## src/verilog/turf_reg_pkg.sv

```systemverilog
`default_nettype none

package turf_reg_pkg;

    ////////////////////////////////////////////////////////////
    // bus and link widths
    ////////////////////////////////////////////////////////////

    localparam int WB_ADDR_W    = 28;
    localparam int WB_DATA_W    = 32;
    localparam int NUM_LINKS    = 4;
    localparam int LINK_W       = 2;
    localparam int CRATE_ADDR_W = 25;

    // top address bit picks the crate space and the next two the link
    localparam int CRATE_SEL_BIT = WB_ADDR_W - 1;
    localparam int LINK_LSB      = CRATE_ADDR_W;

    // ID space offsets
    localparam int ID_OFFS_W      = 3;
    localparam int STATUS_INV_LSB = 8;

    ////////////////////////////////////////////////////////////
    // encodings
    ////////////////////////////////////////////////////////////

    typedef enum logic [1:0] {
        BRIDGE_NONE   = 2'd0,
        BRIDGE_AURORA = 2'd1,
        BRIDGE_RSVD2  = 2'd2,
        BRIDGE_RSVD3  = 2'd3
    } bridge_type_e;

    typedef enum logic [1:0] {
        CMD_WRITE = 2'd0,
        CMD_READ  = 2'd1
    } cmd_op_e;

    typedef enum logic [ID_OFFS_W-1:0] {
        REG_IDENT       = 3'd0,
        REG_DATEVERSION = 3'd1,
        REG_BRIDGE_TYPE = 3'd2,
        REG_STATUS      = 3'd3,
        REG_LINK_UP     = 3'd4
    } id_reg_e;

    // returned by a read that failed validity or timed out
    localparam logic [WB_DATA_W-1:0] BRIDGE_BAD_DATA = 32'hDEADDEAD;

    // opcode, link, remote address, write data
    localparam int CMD_ENTRY_W = 2 + LINK_W + CRATE_ADDR_W + WB_DATA_W;

endpackage

`default_nettype wire

```

## src/verilog/turf_intercon.sv

```systemverilog
`default_nettype none

module turf_intercon import turf_reg_pkg::*; (
    input  wire                   wb_cyc_i,
    input  wire                   wb_stb_i,
    input  wire                   wb_we_i,
    input  wire [WB_ADDR_W-1:0]   wb_adr_i,
    input  wire [WB_DATA_W-1:0]   wb_dat_i,
    output logic [WB_DATA_W-1:0]  wb_dat_o,
    output logic                  wb_ack_o,
    // ID/control space
    output logic                  idc_stb_o,
    input  wire                   idc_ack_i,
    input  wire [WB_DATA_W-1:0]   idc_dat_i,
    // crate space
    output logic                  cr_stb_o,
    input  wire                   cr_ack_i,
    input  wire [WB_DATA_W-1:0]   cr_dat_i,
    // request shared by both slaves
    output logic [WB_ADDR_W-1:0]  sl_adr_o,
    output logic                  sl_we_o,
    output logic [WB_DATA_W-1:0]  sl_dat_o
);

    logic req;
    logic cr_sel;

    assign req    = wb_cyc_i && wb_stb_i;
    assign cr_sel = wb_adr_i[CRATE_SEL_BIT];

    // only the addressed space sees a strobe
    assign idc_stb_o = req && !cr_sel;
    assign cr_stb_o  = req && cr_sel;

    assign sl_adr_o = wb_adr_i;
    assign sl_we_o  = wb_we_i;
    assign sl_dat_o = wb_dat_i;

    // return path follows the held address
    always_comb begin
        if (cr_sel) begin
            wb_ack_o = cr_ack_i;
            wb_dat_o = cr_dat_i;
        end else begin
            wb_ack_o = idc_ack_i;
            wb_dat_o = idc_dat_i;
        end
    end

endmodule

`default_nettype wire

```

## src/verilog/turf_id_ctrl.sv

```systemverilog
`default_nettype none

module turf_id_ctrl import turf_reg_pkg::*; #(
    parameter logic [WB_DATA_W-1:0] IDENT       = "TURF",
    parameter logic [WB_DATA_W-1:0] DATEVERSION = 32'h0000_0000
) (
    input  wire                     ps_clk,
    input  wire                     reset_i,
    input  wire                     stb_i,
    input  wire                     we_i,
    input  wire [WB_ADDR_W-1:0]     adr_i,
    input  wire [WB_DATA_W-1:0]     dat_i,
    output logic [WB_DATA_W-1:0]    dat_o,
    output logic                    ack_o,
    input  wire [NUM_LINKS-1:0]     link_up_i,
    input  wire [NUM_LINKS-1:0]     timeout_pulse_i,
    input  wire [NUM_LINKS-1:0]     invalid_pulse_i,
    output logic [2*NUM_LINKS-1:0]  bridge_type_o
);

    logic                   offs_hit;
    id_reg_e                offs;
    logic                   access;
    logic                   status_clr;
    logic [NUM_LINKS-1:0]   timeout_q;
    logic [NUM_LINKS-1:0]   invalid_q;
    logic [WB_DATA_W-1:0]   rd_data;

    // anything beyond the low offsets reads zero
    assign offs_hit = (adr_i[WB_ADDR_W-1:ID_OFFS_W] == '0);
    assign offs     = id_reg_e'(adr_i[ID_OFFS_W-1:0]);
    assign access   = stb_i && !ack_o;

    assign status_clr = access && we_i && offs_hit && (offs == REG_STATUS);

    always_comb begin
        rd_data = '0;
        if (offs_hit) begin
            case (offs)
                REG_IDENT:       rd_data = IDENT;
                REG_DATEVERSION: rd_data = DATEVERSION;
                REG_BRIDGE_TYPE: rd_data[2*NUM_LINKS-1:0] = bridge_type_o;
                REG_STATUS: begin
                    rd_data[NUM_LINKS-1:0] = timeout_q;
                    rd_data[STATUS_INV_LSB +: NUM_LINKS] = invalid_q;
                end
                REG_LINK_UP:     rd_data[NUM_LINKS-1:0] = link_up_i;
                default:         rd_data = '0;
            endcase
        end
    end

    always_ff @(posedge ps_clk) begin
        if (reset_i) begin
            ack_o         <= 1'b0;
            bridge_type_o <= '0;
            timeout_q     <= '0;
            invalid_q     <= '0;
        end else begin
            ack_o <= access;
            if (access && we_i && offs_hit && offs == REG_BRIDGE_TYPE) begin
                bridge_type_o <= dat_i[2*NUM_LINKS-1:0];
            end
            // new pulse beats a simultaneous clear
            timeout_q <= (timeout_q & ~({NUM_LINKS{status_clr}} & dat_i[NUM_LINKS-1:0]))
                         | timeout_pulse_i;
            invalid_q <= (invalid_q
                          & ~({NUM_LINKS{status_clr}} & dat_i[STATUS_INV_LSB +: NUM_LINKS]))
                         | invalid_pulse_i;
        end
    end

    always_ff @(posedge ps_clk) begin
        if (access) begin
            dat_o <= rd_data;
        end
    end

endmodule

`default_nettype wire

```

## src/verilog/crate_bridge.sv

```systemverilog
`default_nettype none

module crate_bridge import turf_reg_pkg::*; #(
    parameter int BRIDGE_TIMEOUT = 64
) (
    input  wire                     ps_clk,
    input  wire                     reset_i,
    input  wire                     stb_i,
    input  wire                     we_i,
    input  wire [WB_ADDR_W-1:0]     adr_i,
    input  wire [WB_DATA_W-1:0]     dat_i,
    output logic [WB_DATA_W-1:0]    dat_o,
    output logic                    ack_o,
    input  wire [2*NUM_LINKS-1:0]   bridge_type_i,
    input  wire [NUM_LINKS-1:0]     link_up_i,
    input  wire                     fifo_full_i,
    output logic                    push_o,
    output logic [CMD_ENTRY_W-1:0]  entry_o,
    input  wire                     resp_valid_i,
    input  wire [WB_DATA_W-1:0]     resp_data_i,
    input  wire [LINK_W-1:0]        resp_link_i,
    output logic [NUM_LINKS-1:0]    timeout_pulse_o,
    output logic [NUM_LINKS-1:0]    invalid_pulse_o
);

    localparam int TMO_W = $clog2(BRIDGE_TIMEOUT + 1);

    typedef enum logic [1:0] {IDLE, PUSH, WAIT_RESP, ACK} state_e;

    state_e                  state;
    cmd_op_e                 op_q;
    logic [LINK_W-1:0]       link_q;
    logic [CRATE_ADDR_W-1:0] addr_q;
    logic [WB_DATA_W-1:0]    wdata_q;
    logic [WB_DATA_W-1:0]    rdata_q;
    logic [TMO_W-1:0]        tmo_cnt;

    logic [LINK_W-1:0]       req_link;
    bridge_type_e            req_type;
    logic                    req_valid;

    ////////////////////////////////////////////////////////////
    // per-link type lookup and validity
    ////////////////////////////////////////////////////////////

    assign req_link  = adr_i[LINK_LSB +: LINK_W];
    assign req_type  = bridge_type_e'(bridge_type_i[req_link*2 +: 2]);
    // reserved types never valid, aurora only while up
    assign req_valid = (req_type == BRIDGE_AURORA) && link_up_i[req_link];

    assign push_o  = (state == PUSH) && !fifo_full_i;
    assign entry_o = {op_q, link_q, addr_q, wdata_q};
    assign ack_o   = (state == ACK);
    assign dat_o   = rdata_q;

    always_ff @(posedge ps_clk) begin
        timeout_pulse_o <= '0;
        invalid_pulse_o <= '0;
        if (reset_i) begin
            state   <= IDLE;
            tmo_cnt <= '0;
        end else begin
            case (state)
                IDLE: begin
                    if (stb_i) begin
                        op_q    <= we_i ? CMD_WRITE : CMD_READ;
                        link_q  <= req_link;
                        addr_q  <= adr_i[CRATE_ADDR_W-1:0];
                        wdata_q <= dat_i;
                        if (req_type == BRIDGE_NONE) begin
                            rdata_q <= '0;
                            state   <= ACK;
                        end else if (!req_valid) begin
                            rdata_q <= BRIDGE_BAD_DATA;
                            invalid_pulse_o[req_link] <= 1'b1;
                            state   <= ACK;
                        end else begin
                            state <= PUSH;
                        end
                    end
                end
                // wait out a full FIFO
                PUSH: begin
                    if (!fifo_full_i) begin
                        tmo_cnt <= '0;
                        state   <= (op_q == CMD_WRITE) ? ACK : WAIT_RESP;
                    end
                end
                WAIT_RESP: begin
                    if (resp_valid_i && resp_link_i == link_q) begin
                        rdata_q <= resp_data_i;
                        state   <= ACK;
                    end else if (tmo_cnt == TMO_W'(BRIDGE_TIMEOUT - 1)) begin
                        rdata_q <= BRIDGE_BAD_DATA;
                        timeout_pulse_o[link_q] <= 1'b1;
                        state   <= ACK;
                    end else begin
                        tmo_cnt <= tmo_cnt + 1'b1;
                    end
                end
                ACK: state <= IDLE;
                default: state <= IDLE;
            endcase
        end
    end

endmodule

`default_nettype wire

```

## src/verilog/cmd_fifo.sv

```systemverilog
`default_nettype none

module cmd_fifo import turf_reg_pkg::*; #(
    parameter int FIFO_DEPTH = 4
) (
    input  wire                     ps_clk,
    input  wire                     reset_i,
    input  wire                     push_i,
    input  wire [CMD_ENTRY_W-1:0]   entry_i,
    output logic                    full_o,
    output logic                    valid_o,
    input  wire                     pop_i,
    output logic [CMD_ENTRY_W-1:0]  entry_o
);

    localparam int PTR_W = (FIFO_DEPTH > 1) ? $clog2(FIFO_DEPTH) : 1;
    localparam int CNT_W = $clog2(FIFO_DEPTH + 1);

    logic [CMD_ENTRY_W-1:0] mem [FIFO_DEPTH];
    logic [PTR_W-1:0]       wr_ptr;
    logic [PTR_W-1:0]       rd_ptr;
    logic [CNT_W-1:0]       count;
    logic                   do_push;
    logic                   do_pop;

    assign full_o  = (count == CNT_W'(FIFO_DEPTH));
    assign valid_o = (count != '0);
    assign entry_o = mem[rd_ptr];

    assign do_push = push_i && !full_o;
    assign do_pop  = pop_i && valid_o;

    always_ff @(posedge ps_clk) begin
        if (reset_i) begin
            wr_ptr <= '0;
            rd_ptr <= '0;
            count  <= '0;
        end else begin
            // pointers wrap at the depth, not the power of two
            if (do_push) begin
                wr_ptr <= (wr_ptr == PTR_W'(FIFO_DEPTH - 1)) ? '0 : wr_ptr + 1'b1;
            end
            if (do_pop) begin
                rd_ptr <= (rd_ptr == PTR_W'(FIFO_DEPTH - 1)) ? '0 : rd_ptr + 1'b1;
            end
            count <= count + CNT_W'(do_push) - CNT_W'(do_pop);
        end
    end

    always_ff @(posedge ps_clk) begin
        if (do_push) begin
            mem[wr_ptr] <= entry_i;
        end
    end

endmodule

`default_nettype wire

```

## src/verilog/cmd_sender.sv

```systemverilog
`default_nettype none

module cmd_sender import turf_reg_pkg::*; (
    input  wire                     ps_clk,
    input  wire                     reset_i,
    input  wire                     fifo_valid_i,
    input  wire [CMD_ENTRY_W-1:0]   fifo_entry_i,
    output logic                    fifo_pop_o,
    output logic                    cmd_valid_o,
    input  wire                     cmd_ready_i,
    output logic [WB_DATA_W-1:0]    cmd_data_o,
    output logic [LINK_W-1:0]       cmd_dest_o,
    output logic                    cmd_last_o
);

    // in HEADER any beat on show is the last of its command
    // in DATA the header is on show and the data beat follows
    typedef enum logic {HEADER, DATA} state_e;

    state_e                  state;
    cmd_op_e                 e_op;
    logic [LINK_W-1:0]       e_link;
    logic [CRATE_ADDR_W-1:0] e_addr;
    logic [WB_DATA_W-1:0]    e_data;
    logic [WB_DATA_W-1:0]    wdata_q;

    assign {e_op, e_link, e_addr, e_data} = fifo_entry_i;

    assign fifo_pop_o = (state == HEADER) && fifo_valid_i && (!cmd_valid_o || cmd_ready_i);

    always_ff @(posedge ps_clk) begin
        if (reset_i) begin
            state       <= HEADER;
            cmd_valid_o <= 1'b0;
        end else if (state == DATA) begin
            if (cmd_ready_i) begin
                cmd_data_o <= wdata_q;
                cmd_last_o <= 1'b1;
                state      <= HEADER;
            end
        end else if (fifo_pop_o) begin
            cmd_valid_o <= 1'b1;
            cmd_data_o  <= {e_op, 5'b00000, e_addr};
            cmd_dest_o  <= e_link;
            cmd_last_o  <= (e_op == CMD_READ);
            wdata_q     <= e_data;
            if (e_op == CMD_WRITE) begin
                state <= DATA;
            end
        end else if (cmd_ready_i) begin
            cmd_valid_o <= 1'b0;
        end
    end

endmodule

`default_nettype wire

```

## src/verilog/turf_reg_top.sv

```systemverilog
`default_nettype none

module turf_reg_top import turf_reg_pkg::*; #(
    parameter logic [WB_DATA_W-1:0] IDENT       = "TURF",
    parameter logic [WB_DATA_W-1:0] DATEVERSION = 32'h0000_0000,
    parameter int                   BRIDGE_TIMEOUT = 64,
    parameter int                   FIFO_DEPTH     = 4
) (
    input  wire                    ps_clk,
    input  wire                    reset_i,
    input  wire                    wb_cyc_i,
    input  wire                    wb_stb_i,
    input  wire                    wb_we_i,
    input  wire [WB_ADDR_W-1:0]    wb_adr_i,
    input  wire [WB_DATA_W-1:0]    wb_dat_i,
    output logic [WB_DATA_W-1:0]   wb_dat_o,
    output logic                   wb_ack_o,
    input  wire [NUM_LINKS-1:0]    link_up_i,
    output logic                   cmd_valid_o,
    input  wire                    cmd_ready_i,
    output logic [WB_DATA_W-1:0]   cmd_data_o,
    output logic [LINK_W-1:0]      cmd_dest_o,
    output logic                   cmd_last_o,
    input  wire                    resp_valid_i,
    input  wire [WB_DATA_W-1:0]    resp_data_i,
    input  wire [LINK_W-1:0]       resp_link_i
);

    // shared request toward both spaces
    logic                   sl_we;
    logic [WB_ADDR_W-1:0]   sl_adr;
    logic [WB_DATA_W-1:0]   sl_dat;

    logic                   idc_stb;
    logic                   idc_ack;
    logic [WB_DATA_W-1:0]   idc_dat;
    logic                   cr_stb;
    logic                   cr_ack;
    logic [WB_DATA_W-1:0]   cr_dat;

    logic [2*NUM_LINKS-1:0] bridge_type;
    logic [NUM_LINKS-1:0]   timeout_pulse;
    logic [NUM_LINKS-1:0]   invalid_pulse;

    // command path
    logic                   fifo_push;
    logic                   fifo_full;
    logic [CMD_ENTRY_W-1:0] push_entry;
    logic                   fifo_valid;
    logic                   fifo_rd;
    logic [CMD_ENTRY_W-1:0] fifo_entry;

    turf_intercon u_intercon (
        .wb_cyc_i(wb_cyc_i), .wb_stb_i(wb_stb_i), .wb_we_i(wb_we_i),
        .wb_adr_i(wb_adr_i), .wb_dat_i(wb_dat_i),
        .wb_dat_o(wb_dat_o), .wb_ack_o(wb_ack_o),
        .idc_stb_o(idc_stb), .idc_ack_i(idc_ack), .idc_dat_i(idc_dat),
        .cr_stb_o(cr_stb), .cr_ack_i(cr_ack), .cr_dat_i(cr_dat),
        .sl_adr_o(sl_adr), .sl_we_o(sl_we), .sl_dat_o(sl_dat)
    );

    turf_id_ctrl #(.IDENT(IDENT), .DATEVERSION(DATEVERSION)) u_id_ctrl (
        .ps_clk(ps_clk), .reset_i(reset_i),
        .stb_i(idc_stb), .we_i(sl_we), .adr_i(sl_adr), .dat_i(sl_dat),
        .dat_o(idc_dat), .ack_o(idc_ack),
        .link_up_i(link_up_i),
        .timeout_pulse_i(timeout_pulse), .invalid_pulse_i(invalid_pulse),
        .bridge_type_o(bridge_type)
    );

    crate_bridge #(.BRIDGE_TIMEOUT(BRIDGE_TIMEOUT)) u_bridge (
        .ps_clk(ps_clk), .reset_i(reset_i),
        .stb_i(cr_stb), .we_i(sl_we), .adr_i(sl_adr), .dat_i(sl_dat),
        .dat_o(cr_dat), .ack_o(cr_ack),
        .bridge_type_i(bridge_type), .link_up_i(link_up_i),
        .fifo_full_i(fifo_full), .push_o(fifo_push), .entry_o(push_entry),
        .resp_valid_i(resp_valid_i), .resp_data_i(resp_data_i),
        .resp_link_i(resp_link_i),
        .timeout_pulse_o(timeout_pulse), .invalid_pulse_o(invalid_pulse)
    );

    cmd_fifo #(.FIFO_DEPTH(FIFO_DEPTH)) u_fifo (
        .ps_clk(ps_clk), .reset_i(reset_i),
        .push_i(fifo_push), .entry_i(push_entry), .full_o(fifo_full),
        .valid_o(fifo_valid), .pop_i(fifo_rd), .entry_o(fifo_entry)
    );

    cmd_sender u_sender (
        .ps_clk(ps_clk), .reset_i(reset_i),
        .fifo_valid_i(fifo_valid), .fifo_entry_i(fifo_entry), .fifo_pop_o(fifo_rd),
        .cmd_valid_o(cmd_valid_o), .cmd_ready_i(cmd_ready_i),
        .cmd_data_o(cmd_data_o), .cmd_dest_o(cmd_dest_o), .cmd_last_o(cmd_last_o)
    );

endmodule

`default_nettype wire

```

## config.mk

```make
export PLATFORM = sky130hd
export DESIGN_NAME = turf_reg_top
export DESIGN_NICKNAME = d
export VERILOG_FILES = /design/src/verilog/turf_reg_pkg.sv /design/src/verilog/turf_intercon.sv /design/src/verilog/turf_id_ctrl.sv /design/src/verilog/crate_bridge.sv /design/src/verilog/cmd_fifo.sv /design/src/verilog/cmd_sender.sv /design/src/verilog/turf_reg_top.sv
export SDC_FILE = /design/constraint.sdc
export NUM_CORES = 1
export LEC_CHECK = 0
export BUFFER_PORTS_ARGS = -buffer_cell sky130_fd_sc_hd__clkbuf_2
export CORE_MARGIN = 4
export CORE_UTILIZATION = 64
export CTS_CLUSTER_DIAMETER = 120
export DETAILED_ROUTE_END_ITERATION = 12
export PLACE_DENSITY = 0.81
export SETUP_SLACK_MARGIN = 0.05
export SLEW_MARGIN = 20
export SYNTH_ARGS = -nofsm -noshare
export SYNTH_HDL_FRONTEND = slang
export SYNTH_HIERARCHICAL = 1
export SYNTH_SLANG_ARGS = --single-unit
```

## constraint.sdc

```tcl
create_clock -name ps_clk -period 10.4 [get_ports ps_clk]
set_input_delay 2.08 -clock ps_clk [delete_from_list [all_inputs] [get_ports ps_clk]]
set_output_delay 2.08 -clock ps_clk [all_outputs]
set_load 0.02 [all_outputs]
```

==> metrics.md <==
| Metric | Value |
|---|---|
| Status | `completed` |
| Die extent in x | `178 µm` |
| Max Transition Viols Final | `0` |
| First DRT Iteration DRCs | `959` |
| Vias per cell | `approximately 5.9` |
| Post-route antenna net violation count | `0` |
| Largest net degree at the start of global routing | `62` |
| Starting Density | `65.6%` |
| Number of clock sinks | `461` |
| DRT met1 WL | `13.7 mm` |
| Flops & latches, synth | `461` |
| Post-synth ARST share | `0%` |
| Yosys warnings | `6` |
| WL per Instance | `23.0 µm` |
| Netlist cell types | `67` |
| Core Util, Final | `72.7%` |
| Met3 wire length | `about 2.4 mm` |
| Via count | `approximately 9100` |
| Hold Path Sink | `u_id_ctrl/timeout_q[1]` |
| IO buf count | `173` |
| DRC violations left | `0` |
| Worst min path class | `reg2reg` |
| GR Overflow Total | `0` |
| Total Routed Length | `about 35 mm` |
| Max Cap Violations | `0` |
| PD cells | `236 nW/µm²` |
| Worst vdd ir | `about 140 µV` |
| Post-Syn Area | `18400 µm²` |
| Cell Chain, Critical Path | `buf_2 > mux2_2 > clkbuf_2` |
| Global-route wire length before repair | `between 50 and 60 mm` |
| Synth area leader | `edfxtp_1` |
| Area Growth Syn to Fin | `10.8%` |
| CTS H-Tree Depth | `2` |
| Crit share post-route | `a little over half` |
| Num rows | `about 60` |
| Setup violators final | `0` |
| Number of detailed-route iterations in the first pass | `5` |
| Die ar. | `31600 µm²` |
| Post-CTS sizing | `0` |
| Leak | `7.12 nW` |
| CTS clk-pin slew, worst paths | `60 ps` |
| Share of cells above drive strength 1 | `between 30 and 40%` |
| Vias in the first global route | `around 9500` |
| Hold Crit Start | `u_bridge/timeout_pulse_o[1]` |
| Setup Fix Bufs, Post-CTS | `0` |
| CP Class | `in2out` |
| Gpl congestion | `0.868` |
| CTS tree | `done` |
| CTS Buffer Depth | `3` |
| TNS Setup | `0 ps` |
| Core area | `28100 µm²` |
| Upper clock frequency limit | `180 MHz` |
| Post-synthesis area per instance | `18.5 µm²` |
| Overall global routing resource usage | `22.6%` |
| Worst-Skew Late Latency | `540 ps` |
| Post-synth top cells | `416 x edfxtp_1, 90 x buf_4, 63 x mux4_2` |
| Top-area cell type share of the netlist area | `67.8%` |
| Worst stage delay on the critical path | `780 ps` |
| Top Metal Used | `met4` |
| Nets | `1232` |
| Rel. slew slack | `29.6%` |
| Crit-path slowest cell | `buf_2` |
| Prevailing post-synth register cell | `edfxtp_1` |
| Syn Inst Count | `997` |
| RSZ-0062 raised after global routing | `false` |
| CP arrival | `3470 ps` |
| Reg2Reg Depth | `5` |
| EDFF count, synth | `416` |
| Worst-path maximum fanout | `36` |
| Largest cells by area after synthesis | `edfxtp_1 68%, mux4_2 7.7%, dfxtp_1 4.9%` |
| Layout Skew | `roughly 18 ps` |
| R2R Path Start | `u_fifo/count[1]` |
| Worst slew pin tran | `around 1100 ps` |
| CTS buffer count | `44` |
| Ant. Diodes | `0` |
| Min Tclk post-route | `5550 ps` |
| DR WL met2 | `17.8 mm` |
| Die height | `approximately 180 µm` |
| Reg-to-reg setup timing slack | `7310 ps` |
| Antenna violations before repair | `0` |
| Final hold viol count | `0` |
| Final worst slack | `4850 ps` |
| Register area share after synthesis | `slightly above 70%` |
| Worst R2R End | `u_fifo/mem[0][15]` |
| WHS Path Cells | `2` |
| Detailed Place HPWL | `21.1 mm` |
| Post-Place Setup Slack | `4740 ps` |
| CP Capture Type | `output pin` |
| Cts hold-fix bufs | `0` |
| Startpoint types | `input port` |
| Root Driver | `clkbuf_16` |
| WP data required | `8320 ps` |
| I/O Pins | `174` |
| Total power | `4.81 mW` |
| Fillers | `1704` |
| Top-count cell post-synth | `edfxtp_1` |
report_power, final:
part | switching [mW] | internal, mW | total [mW]
Clock | 0.636 | 0.880 | 1.52
Combinational | 0.474 | 0.397 | 0.871
Sequential | 0.115 | 2.31 | 2.43
Total | 1.22 | 3.59 | 4.81
sequential cells by signal, indices dropped and copies added (netlist names), 2 cells and up, named ones only:
register	flops
u_fifo/mem	244
u_bridge/dat_o	32
u_bridge/wdata_q	32
u_sender/cmd_data_o	32
u_sender/wdata_q	32
u_bridge/addr_q	25
u_id_ctrl/dat_o	13
u_id_ctrl/bridge_type_o	8
u_bridge/tmo_cnt	7
u_bridge/invalid_pulse_o	4
u_bridge/timeout_pulse_o	4
u_id_ctrl/invalid_q	4
u_id_ctrl/timeout_q	4
u_fifo/count	3
u_bridge/link_q	2
u_bridge/state	2
u_fifo/rd_ptr	2
u_fifo/wr_ptr	2
u_sender/cmd_dest_o	2
cells in the final DEF (no fill, tap or decap), types with 19 or more instances in the layout:
cell type | synthesis | final
and2_1 | 19 | 19
edfxtp_1 | 416 | 416
clkbuf_16 | 0 | 46
mux2_2 | 31 | 31
mux2_4 | 28 | 28
inv_1 | 35 | 34
clkbuf_2 | 0 | 172
mux4_2 | 63 | 63
o21a_1 | 22 | 22
dfxtp_1 | 45 | 42
metal layers:
metal  vias up  GRT usage [%]
met2       388           38.9
met5         -              0
li1       4058              -
met4         0           6.67
met3        76           4.01
met1      4539           30.1
worst max-delay path: cells and delay by family:
family	cells	cell delay (ps)
multiplexers	1	430
buffers and inverters	2	940
stage by stage:
stage | cell area, µm² | cells | hold WS [ps]
detailed placement | 19000 | 1445 | 476
floorplan | 18500 | 1007 | 448
global placement | 19000 | 1445 | 466
global route | 20400 | 1525 | 516
finish | 20400 | 1525 | 486
CTS | 20400 | 1525 | 487
cell type report:
| type | count | area, µm² | share of cell area (%) |
|---|---|---|---|
| inverters | 35 | 131 | 0.644 |
| multi-input cells | 387 | 4070 | 19.9 |
| clock buffers | 60 | 1230 | 6.04 |
| repair buffers | 184 | 948 | 4.65 |
| flip-flops and latches | 461 | 13400 | 65.7 |
| well taps | 378 | 473 | 2.32 |
| clock inverters | 20 | 153 | 0.748 |
worst max path at each step:
stage	to	slack, ps	start	cells past startpoint
6_report	wb_ack_o	4850	wb_adr_i[27]	3
3_3_place_gp	wb_ack_o	4820	wb_adr_i[27]	3
3_5_place_dp	wb_ack_o	4740	wb_adr_i[27]	3
5_1_grt	wb_ack_o	4800	wb_adr_i[27]	3
4_1_cts	wb_ack_o	4760	wb_adr_i[27]	3
2_1_floorplan	u_bridge/dat_o[0]	4340	wb_adr_i[25]	6
cell families (layout without fill, tap and decap cells):
logic type / after synthesis / count (layout) / synth area share [%]
multiplexers: 130 / 130 / 12.4
buffers and inverters: 159 / 299 / 5.65
AND/OR/NAND/NOR: 136 / 136 / 4.45
XOR/XNOR: 3 / 3 / 0.143
other: 2 / 12 / 0.0408
AO/OA/AOI/OAI: 92 / 92 / 3.63
adder cells (fa/ha/maj): 14 / 14 / 0.992
flip-flops: 461 / 461 / 72.7
Power figures use the tool's default switching activity.
